[config.mk]
export PLATFORM = sky130hd
export DESIGN_NAME = rom_bank_ctrl
export DESIGN_NICKNAME = d
export VERILOG_FILES = /design/src/logic/c16_mem_pkg.sv /design/src/logic/rom_bank_ctrl.sv
export SDC_FILE = /design/constraint.sdc
export NUM_CORES = 1
export LEC_CHECK = 0
export BUFFER_PORTS_ARGS = -buffer_cell sky130_fd_sc_hd__buf_2
export CAP_MARGIN = 20
export CORE_AREA = 3 3 40 42
export DETAILED_ROUTE_END_ITERATION = 7
export DIE_AREA = 0 0 43 45
export SYNTH_ARGS = -nofsm -noshare
export SYNTH_HDL_FRONTEND = slang
export SYNTH_SLANG_ARGS = --single-unit
[constraint.sdc]
create_clock -name clk_sys -period 2.1 [get_ports clk_sys]
set_input_delay 0.21 -clock clk_sys [delete_from_list [all_inputs] [get_ports clk_sys]]
set_output_delay 0.21 -clock clk_sys [all_outputs]
set_load 0.05 [all_outputs]
[src/logic/c16_mem_pkg.sv]
//////////////////////////////
// C16 memory map definitions
// Data, address and bank widths, the CPU
// windows that the decode looks at and the
// names of the four system ROMs
//////////////////////////////

package c16_mem_pkg;

	//////////////////////////////
	// Widths
	//////////////////////////////

	typedef logic [7:0]  byte_t;
	typedef logic [15:0] addr_t;

	// Offset inside one 16 KB ROM
	typedef logic [13:0] rom_addr_t;

	// Bank code, 1 and 3 select nothing
	typedef logic [1:0]  bank_t;

	// Which ROM answers an access, the low two bits index the ROM arrays
	typedef enum logic [2:0] {
		ROM_BASIC   = 3'd0,
		ROM_KERNAL  = 3'd1,
		ROM_FUNC_LO = 3'd2,
		ROM_FUNC_HI = 3'd3,
		ROM_NONE    = 3'd4
	} rom_sel_t;

	//////////////////////////////
	// Windows and codes
	//////////////////////////////

	// Standard and function ROM bank codes
	localparam bank_t BANK_STD  = 2'd0;
	localparam bank_t BANK_FUNC = 2'd2;

	// Bank register window FDD0-FDDF, upper 12 address bits
	localparam logic [11:0] BANK_WIN = 12'hFDD;

	// KERNAL page, always mapped while cs1 is active
	localparam byte_t KERN_PAGE = 8'hFC;

	// Open-bus window FDE0-FDFF, upper 11 address bits
	localparam logic [10:0] OPENBUS_WIN = {8'hFD, 3'b111};

	// Contribution of an unselected source to the wired-AND read bus
	localparam byte_t OPENBUS_FILL = 8'hFF;

endpackage

[src/logic/rom_bank_ctrl.sv]
//////////////////////////////
// ROM bank control
// Plus/4 bank register at FDDx and the
// decode of the ROM that answers a CPU access
//////////////////////////////

`timescale 1ns/1ns

module rom_bank_ctrl
	import c16_mem_pkg::*;
(
	input  logic     clk_sys,
	input  logic     reset,
	input  logic     model_i,

	input  addr_t    cpu_addr_i,
	input  logic     cpu_rnw_i,
	input  logic     cs0_i,
	input  logic     cs1_i,
	input  logic     cs_io_i,

	output rom_sel_t rom_read_sel_o
);

	// Plus/4 model, taken from model_i during reset
	logic  plus4;
	bank_t bank_lo;
	bank_t bank_hi;
	logic  cs_io_q;

	logic  bank_wr;
	logic  kern_hit;

	// CPU write to FDDx ends when cs_io drops
	assign bank_wr = plus4 && cs_io_q && !cs_io_i && !cpu_rnw_i
		&& (cpu_addr_i[15:4] == BANK_WIN);

	always_ff @(posedge clk_sys) begin
		if (reset) begin
			plus4   <= model_i;
			bank_lo <= BANK_STD;
			bank_hi <= BANK_STD;
			cs_io_q <= 1'b0;
		end else begin
			cs_io_q <= cs_io_i;
			if (bank_wr) begin
				bank_lo <= cpu_addr_i[1:0];
				bank_hi <= cpu_addr_i[3:2];
			end
		end
	end

	//////////////////////////////
	// Read select
	//////////////////////////////

	// FCxx is KERNAL whatever the high bank
	assign kern_hit = (cpu_addr_i[15:8] == KERN_PAGE);

	always_comb begin
		rom_read_sel_o = ROM_NONE;
		if (cs0_i) begin
			if (bank_lo == BANK_STD) begin
				rom_read_sel_o = ROM_BASIC;
			end else if (bank_lo == BANK_FUNC) begin
				rom_read_sel_o = ROM_FUNC_LO;
			end
		end else if (cs1_i) begin
			if (kern_hit || bank_hi == BANK_STD) begin
				rom_read_sel_o = ROM_KERNAL;
			end else if (bank_hi == BANK_FUNC) begin
				rom_read_sel_o = ROM_FUNC_HI;
			end
		end
	end

endmodule

==> flow_summary.ini <==
[routing]
detailedRoute.firstIterationViolations = 0
avgViaCountPerCell = 4.26
top_layer_used = met3
met1_length_um = 320
detailroute.wirelength.met3_um = 134
route.vias.total = 341
post_drt_wl_per_cell_um = 9.15
ant_nets = 0
drt-total-wl_um = 732
wl_met2_um = 278
drtPass1Iterations = 1
drt_drc_violations_left = 0

[hold_path]
min_from = model_i
hold_path_class = in2reg
worstHoldPathCells = 1
hold-path-endpoint = plus4

[cts]
cts_tree = done
cts_post_setup_buffers_inserted = 0
clock_tree.root_cell = sky130_fd_sc_hd__clkbuf_4
clk_latency_ns = 0.24
htree_levels = 1
cts_buffers = 3
clock_sinks = 6
postCtsHoldBufs = 0
cts.reportedPaths.clkPinSlew_ns = 0.05
cts_max_path_buffers = 2
cts.repair.resized = 0

[sta]
timing_worst_slew_pin_value_ns = 0.304
worst_clock_skew_ns = 0.00358
rsz0062_at_grt = false
timing.final.hold_violations = 0
clock.fmax_mhz = 698
maxSlewViolCount = 0
hold-worst-slack_ns = 0.142
final_cycle_share_pct = 68.2
totalNegativeSetupSlack_ns = 0
slew_headroom_pct = 79.5
clock_period_minus_worst_slack_ns = 1.43
finalSetupViolCount = 0

[setup_path]
ff2ff_path_depth = 4
kind_of_critical_path = in2out
cell_family_contributing_the_most_delay_on_the_critical_path = simple AND/OR/NAND/NOR gates
critical_path_fanouts_max = 2
critical_path.startpoint_type = input pin
cpMaxStageDelayCell = sky130_fd_sc_hd__nor4_1
timing.critical_path.buf_inv = 2
worst_ep_required_time_ns = 1.89
worst-endpoint-arrival_ns = 1.22
timing.critical_path.mode_cell = sky130_fd_sc_hd__buf_2
ff2ff_setup_slack_ns = 1.20
cp_slowest_stage_delay_ns = 0.30
reg2reg_from = plus4
end_kind = output port
rr_endpoint = bank_hi[0]
path_cells = buf_2 -> nand4_1 -> nor4_1 -> nand2b_1 -> and2_1 -> buf_2

[place]
hpwlAfterDp_um = 617
place_congestion = 0.679
numPortBuffers = 25
placed_area_um2 = 475

[global_route]
grt_pass1_wl_um = 1230
antenna_found_initial = 0
grt_overflow = 0
grt_usage_pct = 9.02
grt_start_max_net_pins = 11
number_of_global_route_vias_before_repair = 327

[finish]
postLayoutCellArea_um2 = 502
layout_commonest_cell = sky130_fd_sc_hd__buf_2
n_fill_cell = 138
multi_input_comb_area_um2 = 201
layout.nets = 89
area_growth_syn_to_layout_pct = 51.3
antenna-diode-count = 0
leading_cell_types_in_the_layout_fill_and_taps_excluded = sky130_fd_sc_hd__buf_2 (25), sky130_fd_sc_hd__nand2b_1 (9), sky130_fd_sc_hd__dfxtp_1 (5), sky130_fd_sc_hd__nand2_1 (4), sky130_fd_sc_hd__mux2i_1 (4)
drive_above_1_share_pct = 46.2
seqCellArea_um2 = 130
finish.utilization_pct = 39.0

[pwr]
worst_vdd_ir_mv = 0.216
powerDensity_nw_per_um2 = 552
power.static_leakage_nw = 0.246
total_power_mw = 0.277

[job]
cap_viol_max_count = 0

[logic_synthesis]
cell_count_after_synthesis = 36
synthDominantAreaCellType = sky130_fd_sc_hd__dfxtp_1
yosys_warnings = 0
synth.avg_cell_area_um2 = 9.21
post_synth_design_cell_area_um2 = 332
synth_cell_types = 16
yosysTopAreaCellShare_pct = 30.2
synth.yosys.seq_area_share_pct = 39.2
yosys_register_bits = 6
synthTopCellsByArea = sky130_fd_sc_hd__dfxtp_1 (30%), sky130_fd_sc_hd__nand2b_1 (17%), sky130_fd_sc_hd__mux2i_1 (12%)
syn-num-nets = 59

[die]
die_w_um = 43
design.die.area_um2 = 1940
floorplan.die.height_um = 45
row_count = 13
core_area_um2 = 1280
ioPinCount = 26
starting_density_of_the_core_pct = 25.8

[outcome]
run_status = completed
## worst max path at each step
stage | from | end | slack [ns] | cells after the start
2_1_floorplan | cpu_addr_i[10] | rom_read_sel_o[2] | 0.60 | 4
3_3_place_gp | cpu_addr_i[11] | rom_read_sel_o[0] | 0.68 | 6
3_5_place_dp | cpu_addr_i[11] | rom_read_sel_o[0] | 0.66 | 6
4_1_cts | cpu_addr_i[11] | rom_read_sel_o[0] | 0.65 | 6
5_1_grt | cpu_addr_i[11] | rom_read_sel_o[0] | 0.50 | 6
6_report | cpu_addr_i[11] | rom_read_sel_o[0] | 0.67 | 6
## area by class of cell
type	count	area share [%]
flip-flops and latches	6	25.9
well taps	15	3.74
repair buffers	25	24.9
clock buffers	4	5.24
multi-input cells	30	40.1
## per-stage QoR
| stage | setup slack [ns] | std cells |
|---|---|---|
| after detailed placement | 0.658 | 76 |
| after global routing | 0.495 | 80 |
| after global placement | 0.676 | 76 |
| after CTS | 0.654 | 80 |
| after floorplan | 0.596 | 36 |
| final | 0.667 | 80 |
## cells in the mapped netlist
| library cell | number |
|---|---|
| sky130_fd_sc_hd__nand2_1 | 4 |
| sky130_fd_sc_hd__nor4_1 | 1 |
| sky130_fd_sc_hd__dfxtp_1 | 5 |
| sky130_fd_sc_hd__mux2i_1 | 4 |
| sky130_fd_sc_hd__nand4_1 | 1 |
| sky130_fd_sc_hd__nand2b_1 | 9 |
| sky130_fd_sc_hd__a21oi_1 | 1 |
| sky130_fd_sc_hd__nor3_1 | 1 |
| sky130_fd_sc_hd__edfxtp_1 | 1 |
| sky130_fd_sc_hd__and2_1 | 1 |
| sky130_fd_sc_hd__o2bb2ai_1 | 1 |
| sky130_fd_sc_hd__nor4_2 | 1 |
| sky130_fd_sc_hd__nand3b_1 | 1 |
| sky130_fd_sc_hd__nor2_1 | 1 |
| sky130_fd_sc_hd__nand3_2 | 1 |
| sky130_fd_sc_hd__nor2b_1 | 3 |
## per-layer routing
metal  global-route usage (%)  vias to the layer above
met5                        0                        -
met4                     9.04                        0
met3                     5.18                        0
met2                     12.9                       23
met1                     8.98                      136
li1                         -                      182
## flip-flops by register name, summed over array words and instances (netlist names)
register / count
bank_hi: 2
bank_lo: 2
cs_io_q: 1
plus4: 1
## cells by family after synthesis
kind of cell	count (synthesis)	synth area share (%)
and+or+nand+nor	24	44.5
muxes	4	12.1
DFF	6	39.2
AOI/OAI and AO/OA	2	4.15
## report_power, final
| group | switching, mW | internal (mW) | total (mW) |
|---|---|---|---|
| clock | 0.0403 | 0.0719 | 0.112 |
| combinational | 0.0215 | 0.0225 | 0.0440 |
| sequential | 0.000589 | 0.120 | 0.121 |
| total | 0.0623 | 0.214 | 0.277 |
(Power assumes the default switching activity.)
