## src/logic/c16_mem_pkg.sv

```systemverilog
//////////////////////////////
// C16 memory map definitions
// Data, address and bank widths, the CPU
// windows that the decode looks at and the
// names of the four system ROMs
//////////////////////////////

package c16_mem_pkg;

	//////////////////////////////
	// Widths
	//////////////////////////////

	typedef logic [7:0]  byte_t;
	typedef logic [15:0] addr_t;

	// Offset inside one 16 KB ROM
	typedef logic [13:0] rom_addr_t;

	// Bank code, 1 and 3 select nothing
	typedef logic [1:0]  bank_t;

	// Which ROM answers an access, the low two bits index the ROM arrays
	typedef enum logic [2:0] {
		ROM_BASIC   = 3'd0,
		ROM_KERNAL  = 3'd1,
		ROM_FUNC_LO = 3'd2,
		ROM_FUNC_HI = 3'd3,
		ROM_NONE    = 3'd4
	} rom_sel_t;

	//////////////////////////////
	// Windows and codes
	//////////////////////////////

	// Standard and function ROM bank codes
	localparam bank_t BANK_STD  = 2'd0;
	localparam bank_t BANK_FUNC = 2'd2;

	// Bank register window FDD0-FDDF, upper 12 address bits
	localparam logic [11:0] BANK_WIN = 12'hFDD;

	// KERNAL page, always mapped while cs1 is active
	localparam byte_t KERN_PAGE = 8'hFC;

	// Open-bus window FDE0-FDFF, upper 11 address bits
	localparam logic [10:0] OPENBUS_WIN = {8'hFD, 3'b111};

	// Contribution of an unselected source to the wired-AND read bus
	localparam byte_t OPENBUS_FILL = 8'hFF;

endpackage

```

## src/logic/c16_load_pkg.sv

```systemverilog
//////////////////////////////
// Host download definitions
// Slot codes of the host stream, the BASIC
// pointer locations patched after a program
// load and the loader states
//////////////////////////////

package c16_load_pkg;

	// Host stream byte offset
	typedef logic [24:0] dl_addr_t;

	// Download index codes
	localparam c16_mem_pkg::byte_t SLOT_PRG = 8'h01;
	localparam c16_mem_pkg::byte_t SLOT_ROM = 8'h03;

	// ROM image slots, from stream offset bits 24..14
	localparam logic [10:0] ROM_SLOT_KERNAL  = 11'd1;
	localparam logic [10:0] ROM_SLOT_BASIC   = 11'd2;
	localparam logic [10:0] ROM_SLOT_FUNC_LO = 11'd3;
	localparam logic [10:0] ROM_SLOT_FUNC_HI = 11'd4;

	// BASIC pointers that receive the program end address
	// Even entries take the low byte, odd entries the high byte
	localparam c16_mem_pkg::addr_t PTR_ADDRS [8] = '{
		16'h002D, 16'h002E, 16'h002F, 16'h0030,
		16'h0031, 16'h0032, 16'h009D, 16'h009E
	};

	typedef enum logic [1:0] {
		LD_IDLE,
		LD_STREAM,
		LD_PATCH
	} load_state_t;

endpackage

```

## src/logic/download_writer.sv

```systemverilog
//////////////////////////////
// Download writer
// Turns the host byte stream into RAM writes for
// a PRG load or ROM writes for ROM images, then
// patches the BASIC end pointers after a PRG
//////////////////////////////

`timescale 1ns/1ns

module download_writer
	import c16_mem_pkg::*;
	import c16_load_pkg::*;
(
	input  logic      clk_sys,
	input  logic      reset,

	input  logic      dl_active_i,
	input  byte_t     dl_index_i,
	input  logic      dl_wr_i,
	input  dl_addr_t  dl_addr_i,
	input  byte_t     dl_data_i,

	output logic      ram_wr_o,
	output addr_t     ram_addr_o,
	output byte_t     ram_data_o,

	output logic      rom_wr_o,
	output rom_sel_t  rom_target_o,
	output rom_addr_t rom_addr_o,
	output byte_t     rom_data_o
);

	load_state_t state;

	// Next RAM address of the program, the end address once the stream stops
	addr_t      load_addr;
	logic [3:0] patch_cnt;

	logic       prg_active;
	logic       rom_active;
	rom_sel_t   rom_tgt;

	function automatic rom_sel_t slot_target(input logic [10:0] slot);
		case (slot)
			ROM_SLOT_KERNAL:  return ROM_KERNAL;
			ROM_SLOT_BASIC:   return ROM_BASIC;
			ROM_SLOT_FUNC_LO: return ROM_FUNC_LO;
			ROM_SLOT_FUNC_HI: return ROM_FUNC_HI;
			default:          return ROM_NONE;
		endcase
	endfunction

	assign prg_active = dl_active_i && (dl_index_i == SLOT_PRG);
	assign rom_active = dl_active_i && (dl_index_i == SLOT_ROM);
	assign rom_tgt    = slot_target(dl_addr_i[24:14]);

	//////////////////////////////
	// PRG stream and pointer patch
	//////////////////////////////

	always_ff @(posedge clk_sys) begin
		if (reset) begin
			state     <= LD_IDLE;
			patch_cnt <= '0;
			ram_wr_o  <= 1'b0;
		end else begin
			ram_wr_o <= 1'b0;

			if (prg_active) begin
				state <= LD_STREAM;
				if (dl_wr_i) begin
					// First two bytes are the load address, low byte first
					if (dl_addr_i == dl_addr_t'(0)) begin
						load_addr[7:0] <= dl_data_i;
					end else if (dl_addr_i == dl_addr_t'(1)) begin
						load_addr[15:8] <= dl_data_i;
					end else begin
						ram_addr_o <= load_addr;
						ram_data_o <= dl_data_i;
						ram_wr_o   <= 1'b1;
						load_addr  <= load_addr + 16'd1;
					end
				end
			end else begin
				case (state)
					LD_STREAM: begin
						// Level fell, start the patch. Another index aborts it
						state     <= dl_active_i ? LD_IDLE : LD_PATCH;
						patch_cnt <= '0;
					end
					LD_PATCH: begin
						patch_cnt <= patch_cnt + 4'd1;
						// One pointer byte every other cycle
						if (!patch_cnt[0]) begin
							ram_addr_o <= PTR_ADDRS[patch_cnt[3:1]];
							ram_data_o <= patch_cnt[1] ? load_addr[15:8] : load_addr[7:0];
							ram_wr_o   <= 1'b1;
						end
						if (patch_cnt == 4'hF) begin
							state <= LD_IDLE;
						end
					end
					default: state <= LD_IDLE;
				endcase
			end
		end
	end

	//////////////////////////////
	// ROM images
	//////////////////////////////

	always_ff @(posedge clk_sys) begin
		if (reset) begin
			rom_wr_o <= 1'b0;
		end else begin
			rom_wr_o <= rom_active && dl_wr_i && (rom_tgt != ROM_NONE);
		end
		rom_target_o <= rom_tgt;
		rom_addr_o   <= dl_addr_i[13:0];
		rom_data_o   <= dl_data_i;
	end

endmodule

```

## config.mk

```make
export PLATFORM = sky130hd
export DESIGN_NAME = download_writer
export DESIGN_NICKNAME = d
export VERILOG_FILES = /design/src/logic/c16_mem_pkg.sv /design/src/logic/c16_load_pkg.sv /design/src/logic/download_writer.sv
export SDC_FILE = /design/constraint.sdc
export NUM_CORES = 1
export LEC_CHECK = 0
export BUFFER_PORTS_ARGS = -buffer_cell sky130_fd_sc_hd__buf_2
export CORE_ASPECT_RATIO = 1.1
export CORE_UTILIZATION = 35
export CTS_BUF_LIST = sky130_fd_sc_hd__clkbuf_8
export DETAILED_ROUTE_END_ITERATION = 6
export PLACE_DENSITY_LB_ADDON = 0.1
export SYNTH_ARGS = -nofsm -noshare
export SYNTH_HDL_FRONTEND = slang
export SYNTH_SLANG_ARGS = --single-unit
```

## constraint.sdc

```tcl
create_clock -name clk_sys -period 3.8 [get_ports clk_sys]
set_input_delay 0.19 -clock clk_sys [delete_from_list [all_inputs] [get_ports clk_sys]]
set_output_delay 0.19 -clock clk_sys [all_outputs]
set_load 0.005 [all_outputs]
```

==> summary.md, run 1 <==
| Metric | Value |
|---|---|
| CP Class | `in -> reg` |
| TritonCTS clock tree | `built` |
| Reg-to-Reg Start | `load_addr[5]$_DFFE_PP_` |
| Core area | `0.00841 sq mm` |
| Syn. warnings | `0` |
| Synth unique cells | `34` |
| Slowest-stage cell, CP | `nor4b_4` |
| Layout net count | `425` |
| Final setup fails | `0` |
| Worst flop-to-flop path endpoint | `load_addr[13]$_DFFE_PP_` |
| Worst path required time | `3.90 ns` |
| Fin Setup TNS | `0 ns` |
| Root Driver | `clkbuf_8` |
| CTS Buffer Depth | `2` |
| Tcrit/Tclk final | `0.650` |
| Top delay family on crit path | `simple AND/OR/NAND/NOR gates` |
| Status | `complete, no violations` |
| Post-synth EDFFs | `40` |
| Slew HR | `0.494` |
| Max Fclk | `405 MHz` |
| Fillers | `810` |
| Initial antenna violation count | `0` |
| Clock buffer count from CTS | `9` |
| Placed cells | `454` |
| Final hold violation count | `0` |
| Worst setup EP type | `flip-flop` |
| Worst Tran Pin Value | `0.758 ns` |
| Antenna Cells | `0` |
| Final cell count without fillers | `490` |
| Largest fanout on the critical path | `9` |
| Starting DRC count in detailed routing | `74` |
| Full die area | `0.00911 sq mm` |
| R2R setup slack | `1.78 ns` |
| Via density | `4.71` |
| Sinks on Clock Net | `73` |
| First-pass GRT wire length | `11200 microns` |
| RSZ-0062 raised after global routing | `no` |
| Final hold slack | `0.0236 ns` |
| CP cell instances | `dlygate4sd3_1, buf_2, nor4_1, nand4_1, nor4b_4, mux2_2` |
| Final ANT Viol Nets | `0` |
| Final WL | `6790 microns` |
| Initial Util | `0.364` |
| Register area | `0.00186 sq mm` |
| Via count | `2308` |
| Hold Path End | `rom_data_o[4]$_DFF_P_` |
| Leakage | `0.00162 uW` |
| Share of cells above drive strength 1 | `0.348` |
| Max VDD drop | `0.217 mV` |
| Net Count, Synth | `304` |
| Max-Cap Viols | `0` |
| Chip width | `91.1 microns` |
| Avg Synthesized Cell Area | `12.1 sq um` |
| 1st-pass router iterations | `4` |
| Die extent in y | `100 microns` |
| DP Wirelength | `4660 microns` |
| CP startpoint kind | `input pin` |
| Synth Instances | `253` |
| Footprint of the multi-input gates | `0.00113 sq mm` |
| Final GP Congestion | `0.714` |
| Hold Path Stages | `1` |
| Drc violations | `0` |
| GR Overflow Total | `0` |
| Pin count of the biggest net entering global routing | `36` |
| Final Max Tran Viols | `0` |
| Mapped cell area | `0.00306 sq mm` |
| Post-synthesis register bit count | `73` |
| Placement Rows | `35` |
| Hold wc startpoint | `dl_data_i[4]` |
| Tot GR Track Use | `0.159` |
| Reg2Reg Depth | `4` |
| Pwr Total | `1670 uW` |
| Clk_skew | `0.00962 ns` |
| Min-Delay Path Class | `in -> reg` |
| Skew-Pair Late Insertion Delay | `0.35 ns` |
| Buf/Inv on CP | `2` |
| Area grow syn2layout | `34.8%` |
| Pwr/cell area | `405 mW/mm^2` |
| CTS clk-pin slew, worst paths | `0.08 ns` |
| Worst path arrival time | `2.57 ns` |
| Final worst path period need | `2.47 ns` |
| Post-route setup slack | `1.33 ns` |
| Ys flop type | `edfxtp_1` |
| IO buf count | `95` |
| Largest stage delay, worst path | `0.68 ns` |
| Routed WL per cell | `13.8 microns` |
| Pre-CTS setup slack | `1.37 ns` |
| Setup bufs post-CTS | `0` |
| I/O Pins | `96` |
| # H-tree levels | `3` |
| Vias in the first global route | `2327` |
| Post-synth ARST share | `0` |
| Seq/Total Area, Yosys | `0.609` |
-- synth_stat cells, types with 9 or more instances --
cell type   n  area share
o21ai_0    15       0.025
nand3_1     9       0.015
mux2i_1    11       0.036
nor4_1      9       0.018
xor2_1     11       0.032
dfxtp_1    33        0.22
mux2_2     14       0.052
edfxtp_1   40        0.39
inv_1       9       0.011
nor3_1      9       0.015
nand2_1    24       0.029
clkbuf_1    9       0.011
-- through the flow --
step / cell area (sq um) / utilization
after global routing: 4120 / 0.490
after global placement: 3670 / 0.437
after detailed placement: 3670 / 0.437
after CTS: 4120 / 0.490
final: 4120 / 0.490
after floorplan: 3060 / -
-- how the worst max path moves through the flow --
stage                  startpoint                           end  slack [ns]  cells past startpoint
floorplan           dl_index_i[4]       ram_addr_o[0]$_DFFE_PP_        0.95                      5
global placement    dl_index_i[4]  ram_addr_o[13]$_SDFFCE_PN0P_        1.44                      7
detailed placement  dl_index_i[4]       ram_data_o[0]$_DFFE_PP_        1.37                      7
CTS                  dl_addr_i[1]       load_addr[13]$_DFFE_PP_        1.29                      6
global route         dl_addr_i[4]       load_addr[13]$_DFFE_PP_        1.17                      6
finish               dl_addr_i[4]       load_addr[13]$_DFFE_PP_        1.33                      6
-- worst reg2reg max path, stage by stage, from the launching register on --
cell	delay, ns
edfxtp_1	0.48
nand4_1	0.36
nor4_1	0.51
xor2_1	0.15
mux2_2	0.29
-- per-layer routing --
metal | GRT usage | up-vias | routed length [microns]
li1 | - | 1169 | -
met1 | 0.187 | 1049 | 3010
met2 | 0.276 | 82 | 3270
met3 | 0.0409 | 8 | 395
met4 | 0.0733 | 0 | 105
met5 | 0 | - | 0
-- kinds of logic after synthesis --
logic type               share of synthesized area
XOR/XNOR                                    0.0458
adder cells (fa/ha/maj)                     0.0246
AND/OR/NAND/NOR                              0.153
flip-flops                                   0.609
multiplexers                                0.0876
AO/OA/AOI/OAI                               0.0581
buffers and inverters                       0.0221
-- where the power goes --
part	total [uW]	leakage, uW	internal, uW	switching, uW
Combinational	71.9	0.000882	42.2	29.7
Clock	761	0.000126	444	316
Sequential	838	0.000615	835	2.72
-- flip-flops by register name, summed over array words and instances (netlist names) --
register,count
load_addr,16
ram_addr_o,16
rom_addr_o,14
ram_data_o,8
rom_data_o,8
patch_cnt,4
rom_target_o,3
state,2
ram_wr_o,1
rom_wr_o,1
-- what timing repair did --
item / in CTS / in global routing
hold buffers: 20 / 0
endpoints found under the hold margin: 20 / 0
resized for setup: 0 / 0
-- area by class of cell --
class | count | share of cell area
clock buffers | 9 | 0.0301
multi-input cells | 162 | 0.275
clock inverters | 7 | 0.0304
flip-flops and latches | 73 | 0.452
inverters | 9 | 0.00820
repair buffers | 119 | 0.171
well taps | 111 | 0.0337
-- cell usage in the layout, fill, tap and decap left out, types with 9 or more instances in the layout --
master / instances
mux2_2: 14
nand3_1: 9
xor2_1: 11
nor4_1: 9
nor3_1: 9
nand2_1: 24
o21ai_0: 15
mux2i_1: 11
buf_2: 95
edfxtp_1: 40
clkbuf_8: 9
dfxtp_1: 33
dlygate4sd3_1: 20
inv_1: 9
Note: power is estimated with default switching activity, not from simulation.
==> inputs of run 2 (changes only) <==
==> constraint.sdc (replaced) <==
create_clock -name clk_sys -period 2.2 [get_ports clk_sys]
set_input_delay 0.11 -clock clk_sys [delete_from_list [all_inputs] [get_ports clk_sys]]
set_output_delay 0.11 -clock clk_sys [all_outputs]
set_load 0.005 [all_outputs]
==> run 2 against run 1 <==
Global-route usage grew 0.38 points; sequential share of layout area shrank 0.98 points; utilization up 1.1 points; sequential power grew 73%; worst setup slack lost 1.1 ns; design area up 2.2%; critical path type is now reg -> reg.
==> summary.md, run 2 (synthesis gave the netlist of run 1 again) <==
| Metric | Value |
|---|---|
| Most frequent cells in the layout | `buf_2 (95), edfxtp_1 (40), dfxtp_1 (33), nand2_1 (24), dlygate4sd3_1 (23)` |
| Placed cell areas | `0.00378 sq mm (+2.9%)` |
| Status | `complete, no violations` |
| GR peak layer | `met2` |
| Worst path required time | `2.31 ns (-1.59 ns)` |
| GR Util met1 | `0.202 (+0.0148)` |
| Leading cell type in the layout, fill and taps excluded | `buf_2` |
| Final hold violation count | `0 (unchanged)` |
| GR Util met2 | `0.267 (-0.00816)` |
| Post-route setup slack | `0.269 ns (-1.06 ns)` |
| Slowest-stage cell, CP | `edfxtp_1` |
| Core area | `0.00841 sq mm (unchanged)` |
| Met3 GRT Util | `0.0439 (+0.00303)` |
| Leakage | `0.00169 uW (+3.8%)` |
| Area grow syn2layout | `37.8%` |
| GR Overflow Total | `0 (unchanged)` |
| Register area | `0.00186 sq mm (unchanged)` |
| CTS Buffer Depth | `2 (unchanged)` |
| Pin count of the biggest net entering global routing | `35 (-2.8%)` |
| Final worst path period need | `1.93 ns` |
| CP cell instances | `nand4_1, nor4_1, xor2_1, mux2_2` |
| Worst setup EP type | `flip-flop` |
| Chip width | `91.1 microns (unchanged)` |
| Fin Setup TNS | `0 ns (unchanged)` |
| IO buf count | `95 (unchanged)` |
| Max Fclk | `518 MHz` |
| Initial antenna violation count | `0 (unchanged)` |
| Final hold slack | `0.0139 ns (-0.00964 ns)` |
| Largest fanout on the critical path | `8 (-1)` |
| Worst path arrival time | `2.04 ns (-0.53 ns)` |
| Fillers | `805 (-0.62%)` |
| Sinks on Clock Net | `73 (unchanged)` |
| DP Wirelength | `4910 microns (+5.5%)` |
| # H-tree levels | `3 (unchanged)` |
| First-pass GRT wire length | `11300 microns (+1.4%)` |
| Routed WL per cell | `13.7 microns (-1.2%)` |
| Final setup fails | `0 (unchanged)` |
| Worst Tran Pin Value | `0.818 ns (+0.0605 ns)` |
| Hold Path Stages | `3 (+2)` |
| Share of cells above drive strength 1 | `0.369 (+0.0204)` |
| Pre-CTS setup slack | `-0.0769 ns (-1.45 ns)` |
| Root Driver | `clkbuf_8` |
| TritonCTS clock tree | `built` |
| Clock buffer count from CTS | `9 (unchanged)` |
| Via density | `4.72 (+0.16%)` |
| Design Area, Final | `0.00421 sq mm (+2.2%)` |
| Vias in the first global route | `2359 (+1.4%)` |
| CTS clk-pin slew, worst paths | `0.09 ns (about the same)` |
| Initial Util | `0.364 (unchanged)` |
| CP startpoint kind | `flip-flop` |
| Max-Cap Viols | `0 (unchanged)` |
| Via count | `2392 (+3.6%)` |
| Tot GR Track Use | `0.163 (+0.00379)` |
| Die extent in y | `100 microns (unchanged)` |
| Final Max Tran Viols | `0 (unchanged)` |
| 1st-pass router iterations | `4 (unchanged)` |
| Tcrit/Tclk final | `0.878` |
| Final ANT Viol Nets | `0 (unchanged)` |
| Setup bufs post-CTS | `0 (unchanged)` |
| Largest regs | `load_addr x16, ram_addr_o x16, rom_addr_o x14` |
| CP Class | `reg -> reg` |
| Footprint of the multi-input gates | `0.00114 sq mm (+0.66%)` |
| WP depth | `4 (-2)` |
| Max VDD drop | `0.370 mV (+71%)` |
| Min-Delay Path Class | `in -> reg` |
| Skew-Pair Late Insertion Delay | `0.35 ns (about the same)` |
| Buf/Inv on CP | `0 (-2)` |
| I/O Pins | `96 (unchanged)` |
| Slew HR | `0.453 (-0.0409)` |
| Full die area | `0.00911 sq mm (unchanged)` |
| Drc violations | `0 (unchanged)` |
| Final WL | `6940 microns (+2.3%)` |
| Placement Rows | `35 (unchanged)` |
| Pwr/cell area | `629 mW/mm^2 (+55%)` |
| Largest stage delay, worst path | `0.48 ns (-0.20 ns)` |
| Starting DRC count in detailed routing | `83 (+12%)` |
| Clk_skew | `0.0108 ns (+0.00118 ns)` |
| RSZ-0062 raised after global routing | `no` |
| Final GP Congestion | `0.720 (+0.91%)` |
| Top delay family on crit path | `simple AND/OR/NAND/NOR gates` |
| Layout net count | `442 (+4.0%)` |
| Antenna Cells | `0 (unchanged)` |
| Reg2Reg Depth | `4 (unchanged)` |
[run 2: final timing paths]
check | slack, ns | end | start
worst max-delay path | 0.27 | load_addr[13]$_DFFE_PP_ | load_addr[4]$_DFFE_PP_
worst min-delay path | 0.01 | rom_target_o[2]$_DFF_P_ | dl_addr_i[21]
worst max register to register | 0.27 | load_addr[13]$_DFFE_PP_ | load_addr[4]$_DFFE_PP_
worst min register to register | 0.50 | state[0]$_SDFFE_PP0P_ | state[0]$_SDFFE_PP0P_
[run 2: report_power, final]
group	switching [uW]	total, uW	internal [uW]
Clock	540	1070	533
Sequential	4.42	1450	1440
Combinational	51.5	130	78.3
[run 2: cell type report]
class / count / share of cell area
sequential: 73 / 0.442
clock inverter: 7 / 0.0175
inverter: 9 / 0.00802
multi-input combinational: 162 / 0.270
timing repair buffer: 136 / 0.200
clock buffer: 9 / 0.0294
tap: 111 / 0.0330
[run 2: stage by stage]
step,util,power [uW],instances
floorplan,-,1500,253
global placement,0.449,1580,467
detailed placement,0.449,1580,467
CTS,0.500,2680,506
global route,0.501,2740,507
finish,0.501,2650,507
[run 2: layer usage]
metal  share of wire  vias up
li1                -     1201
met3           0.070       11
met4           0.020        0
met2            0.46       88
met1            0.45     1092
met5               0        -
[run 2: what timing repair did]
action | in CTS | in global routing
endpoints found under the hold margin | 23 | 0
gates resized for setup | 0 | 0
hold buffers | 23 | 0
[run 2: tightest hold or removal path, stage by stage]
cell,delay [ns]
buf_2,0.08
nor4_1,0.04
nand3_1,0.09
==> inputs of run 3 (changes only) <==
--- a/config.mk
+++ b/config.mk
@@ -5,6 +5,7 @@
 export SDC_FILE = /design/constraint.sdc
 export NUM_CORES = 1
 export LEC_CHECK = 0
+export ABC_AREA = 1
 export BUFFER_PORTS_ARGS = -buffer_cell sky130_fd_sc_hd__buf_2
 export CORE_ASPECT_RATIO = 1.1
 export CORE_UTILIZATION = 35
==> run 3 against run 2 <==
Design area up 3.1%; combinational power up 8%; synthesized area up 6.5%; clock power up 12%; sequential cell count unchanged; power up 5.3%; fmax up 6.1%; clock skew down 0.0029 ns; final cell count up 19%; non-clock buffer count down 13; global-route usage up 1.2 points; critical endpoint is now ram_data_o[2]$_DFFE_PP_; highest routed layer unchanged.
==> summary.md, run 3 <==
| Metric | Value |
|---|---|
| Status | `complete, no violations` |
| Logic pwr share | `0.050 (about the same)` |
| Tcrit/Tclk final | `0.827 (-0.0507)` |
| Post-synth EDFFs | `40 (unchanged)` |
| Max-Cap Viols | `0 (unchanged)` |
| Post-route setup slack | `0.380 ns (+0.112 ns)` |
| Final Max Tran Viols | `0 (unchanged)` |
| Pin count of the biggest net entering global routing | `31 (-11%)` |
| DP Wirelength | `5550 microns (+13%)` |
| CP Class | `in -> reg` |
| Clk_skew | `0.00795 ns (-0.00285 ns)` |
| First-pass GRT wire length | `12600 microns (+11%)` |
| RSZ-0062 raised after global routing | `no` |
| IO buf count | `95 (unchanged)` |
| Hold buffers post-CTS | `23 (unchanged)` |
| Drc violations | `0 (unchanged)` |
| Switching share of power | `0.205 (-0.0196)` |
| Leading cell type in the layout, fill and taps excluded | `buf_2` |
| Root Driver | `clkbuf_8` |
| Worst Tran Pin Value | `0.397 ns (-0.422 ns)` |
| Sinks on Clock Net | `73 (unchanged)` |
| Post-synth ARST share | `0 (unchanged)` |
| Fin Setup TNS | `0 ns (unchanged)` |
| GR Overflow Total | `0 (unchanged)` |
| Leakage | `0.00197 uW (+17%)` |
| Final ANT Viol Nets | `0 (unchanged)` |
| Antenna Cells | `0 (unchanged)` |
| Vias in the first global route | `2671 (+13%)` |
| Max VDD drop | `0.381 mV (+3.2%)` |
| CP cell instances | `dlygate4sd3_1, buf_2, nor2_1, nand2_1, nor2_2, nand2_2, nor2_8, nor2_1, nand3_1, nand2_1, buf_4` |
| TritonCTS clock tree | `built` |
| Starting DRC count in detailed routing | `87 (+4.8%)` |
| Pwr Total | `2790 uW (+5.3%)` |
| Largest cells by area after synthesis | `edfxtp_1 (37%), dfxtp_1 (20%), nand2_1 (8.6%)` |
| Area grow syn2layout | `33.3%` |
| Worst setup EP type | `flip-flop` |
| Leading area contributor after synthesis | `edfxtp_1` |
| Clock network power share | `0.431 (+0.026)` |
| Ys flop type | `edfxtp_1` |
| Seq/Total Area, Yosys | `0.572 (-0.0374)` |
| CP startpoint kind | `input pin` |
| Synth unique cells | `33 (-2.9%)` |
| Via count | `2802 (+17%)` |
| Most frequent cell after synthesis | `nand2_1` |
| Final WL | `7860 microns (+13%)` |
| CTS clk-pin slew, worst paths | `0.08 ns (about the same)` |
| PostCTS Resize Cnt | `0 (unchanged)` |
| Skew-Pair Late Insertion Delay | `0.36 ns (about the same)` |
| Final setup fails | `0 (unchanged)` |
| Net Count, Synth | `409 (+35%)` |
| # H-tree levels | `3 (unchanged)` |
| Final hold slack | `0.0121 ns (-0.00186 ns)` |
| Core area | `0.00896 sq mm (+6.6%)` |
| Avg Synthesized Cell Area | `9.10 sq um (-25%)` |
| Initial Util | `0.363 (about the same)` |
| Final core utilization | `0.485 (-0.0164)` |
| Most frequent cells after synthesis | `nand2_1 (75), nor2_1 (52), edfxtp_1 (40)` |
| Internal power | `2220 uW (+8.0%)` |
| Min-Delay Path Class | `in -> reg` |
| Largest regs | `load_addr x16, ram_addr_o x16, rom_addr_o x14` |
| Initial antenna violation count | `0 (unchanged)` |
| Share of the synthesized area in the top cell type | `0.369 (-0.0242)` |
| Tot GR Track Use | `0.176 (+0.0123)` |
| Mapped cell area | `0.00326 sq mm (+6.5%)` |
| Final worst path period need | `1.82 ns (-0.112 ns)` |
| Placement Rows | `36 (+2.9%)` |
| Largest stage delay, worst path | `0.54 ns (+0.06 ns)` |
| Setup bufs post-CTS | `0 (unchanged)` |
| Via density | `4.63 (-1.8%)` |
| Routed WL per cell | `13.0 microns (-5.1%)` |
| Slew HR | `0.733 (+0.279)` |
| Share of cells above drive strength 1 | `0.277 (-0.0917)` |
| Pwr/cell area | `643 mW/mm^2 (+2.1%)` |
| Largest fanout on the critical path | `24 (+16)` |
| Clock buffer count from CTS | `9 (unchanged)` |
| Slowest-stage cell, CP | `dlygate4sd3_1` |
| P_sw | `573 uW (-3.9%)` |
| Max Fclk | `549 MHz (+6.1%)` |
| Fillers | `907 (+13%)` |
| Layout net count | `537 (+21%)` |
| Worst path arrival time | `1.90 ns (-0.14 ns)` |
| Worst path required time | `2.28 ns (-0.03 ns)` |
| Final hold violation count | `0 (unchanged)` |
| CTS Buffer Depth | `2 (unchanged)` |
| Full die area | `0.00970 sq mm (+6.4%)` |
| Post-synthesis register bit count | `73 (unchanged)` |
| Most frequent cells in the layout | `buf_2 (95), nand2_1 (75), nor2_1 (52), edfxtp_1 (40), inv_1 (38)` |
| Sequential Power Share | `0.519 (-0.027)` |
| Synth Instances | `358 (+42%)` |
| Final GP Congestion | `0.840 (+17%)` |
| Chip width | `94.0 microns (+3.2%)` |
| Pre-CTS setup slack | `0.533 ns (+0.610 ns)` |
| 1st-pass router iterations | `4 (unchanged)` |
| Die extent in y | `103 microns (+3.2%)` |
| I/O Pins | `96 (unchanged)` |
| Syn. warnings | `0 (unchanged)` |
## run 3: worst max-delay path, delay by kind of cell
family / cells / cell delay (ns)
simple gates: 8 / 0.88
buf+inv: 3 / 0.90
## run 3: layout make-up
type	instances	area, sq um	area share
Timing Repair Buffer	123	743	0.171
Multi-Input combinational cell	240	1220	0.281
Inverter	39	149	0.0343
Clock buffer	11	151	0.0349
Sequential cell	73	1860	0.429
Clock inverter	5	76.3	0.0176
Tap cell	114	143	0.0328
## run 3: routing by layer
layer	up-vias	routed length, microns	global-route usage
met5	-	0	0
met4	0	100	0.0675
met3	8	519	0.0497
met2	93	3890	0.310
met1	1262	3350	0.202
li1	1439	-	-
## run 3: logic make-up after synthesis
kind of cell | share of synthesized area
buffers and inverters | 0.0542
flip-flops | 0.572
XOR/XNOR | 0.0215
adder cells (fa/ha/maj) | 0.0230
AO/OA/AOI/OAI | 0.0811
AND/OR/NAND/NOR | 0.249
## run 3: final timing paths
| check | slack (ns) | cells after the start | start | end |
|---|---|---|---|---|
| setup / recovery | 0.38 | 11 | dl_addr_i[10] | ram_data_o[2]$_DFFE_PP_ |
| hold / removal | 0.01 | 3 | dl_addr_i[14] | rom_target_o[1]$_DFF_P_ |
| setup reg to reg | 0.59 | 8 | load_addr[1]$_DFFE_PP_ | load_addr[14]$_DFFE_PP_ |
| hold reg to reg | 0.51 | 2 | patch_cnt[0]$_SDFFE_PP0P_ | patch_cnt[0]$_SDFFE_PP0P_ |
## run 3: power groups by stage
| stage | sequential [uW] | clock (uW) | combinational, uW |
|---|---|---|---|
| floorplan | 1480 | 0 | 27.1 |
| global placement | 1480 | 0 | 109 |
| detailed placement | 1480 | 0 | 109 |
| CTS | 1450 | 1240 | 141 |
| global route | 1450 | 1280 | 155 |
| finish | 1450 | 1200 | 140 |
## run 3: per-stage QoR
step                cell area [sq um]  std cells
floorplan                        3260        358
global placement                 3880        566
detailed placement               3880        566
CTS                              4340        605
global route                     4340        605
finish                           4340        605
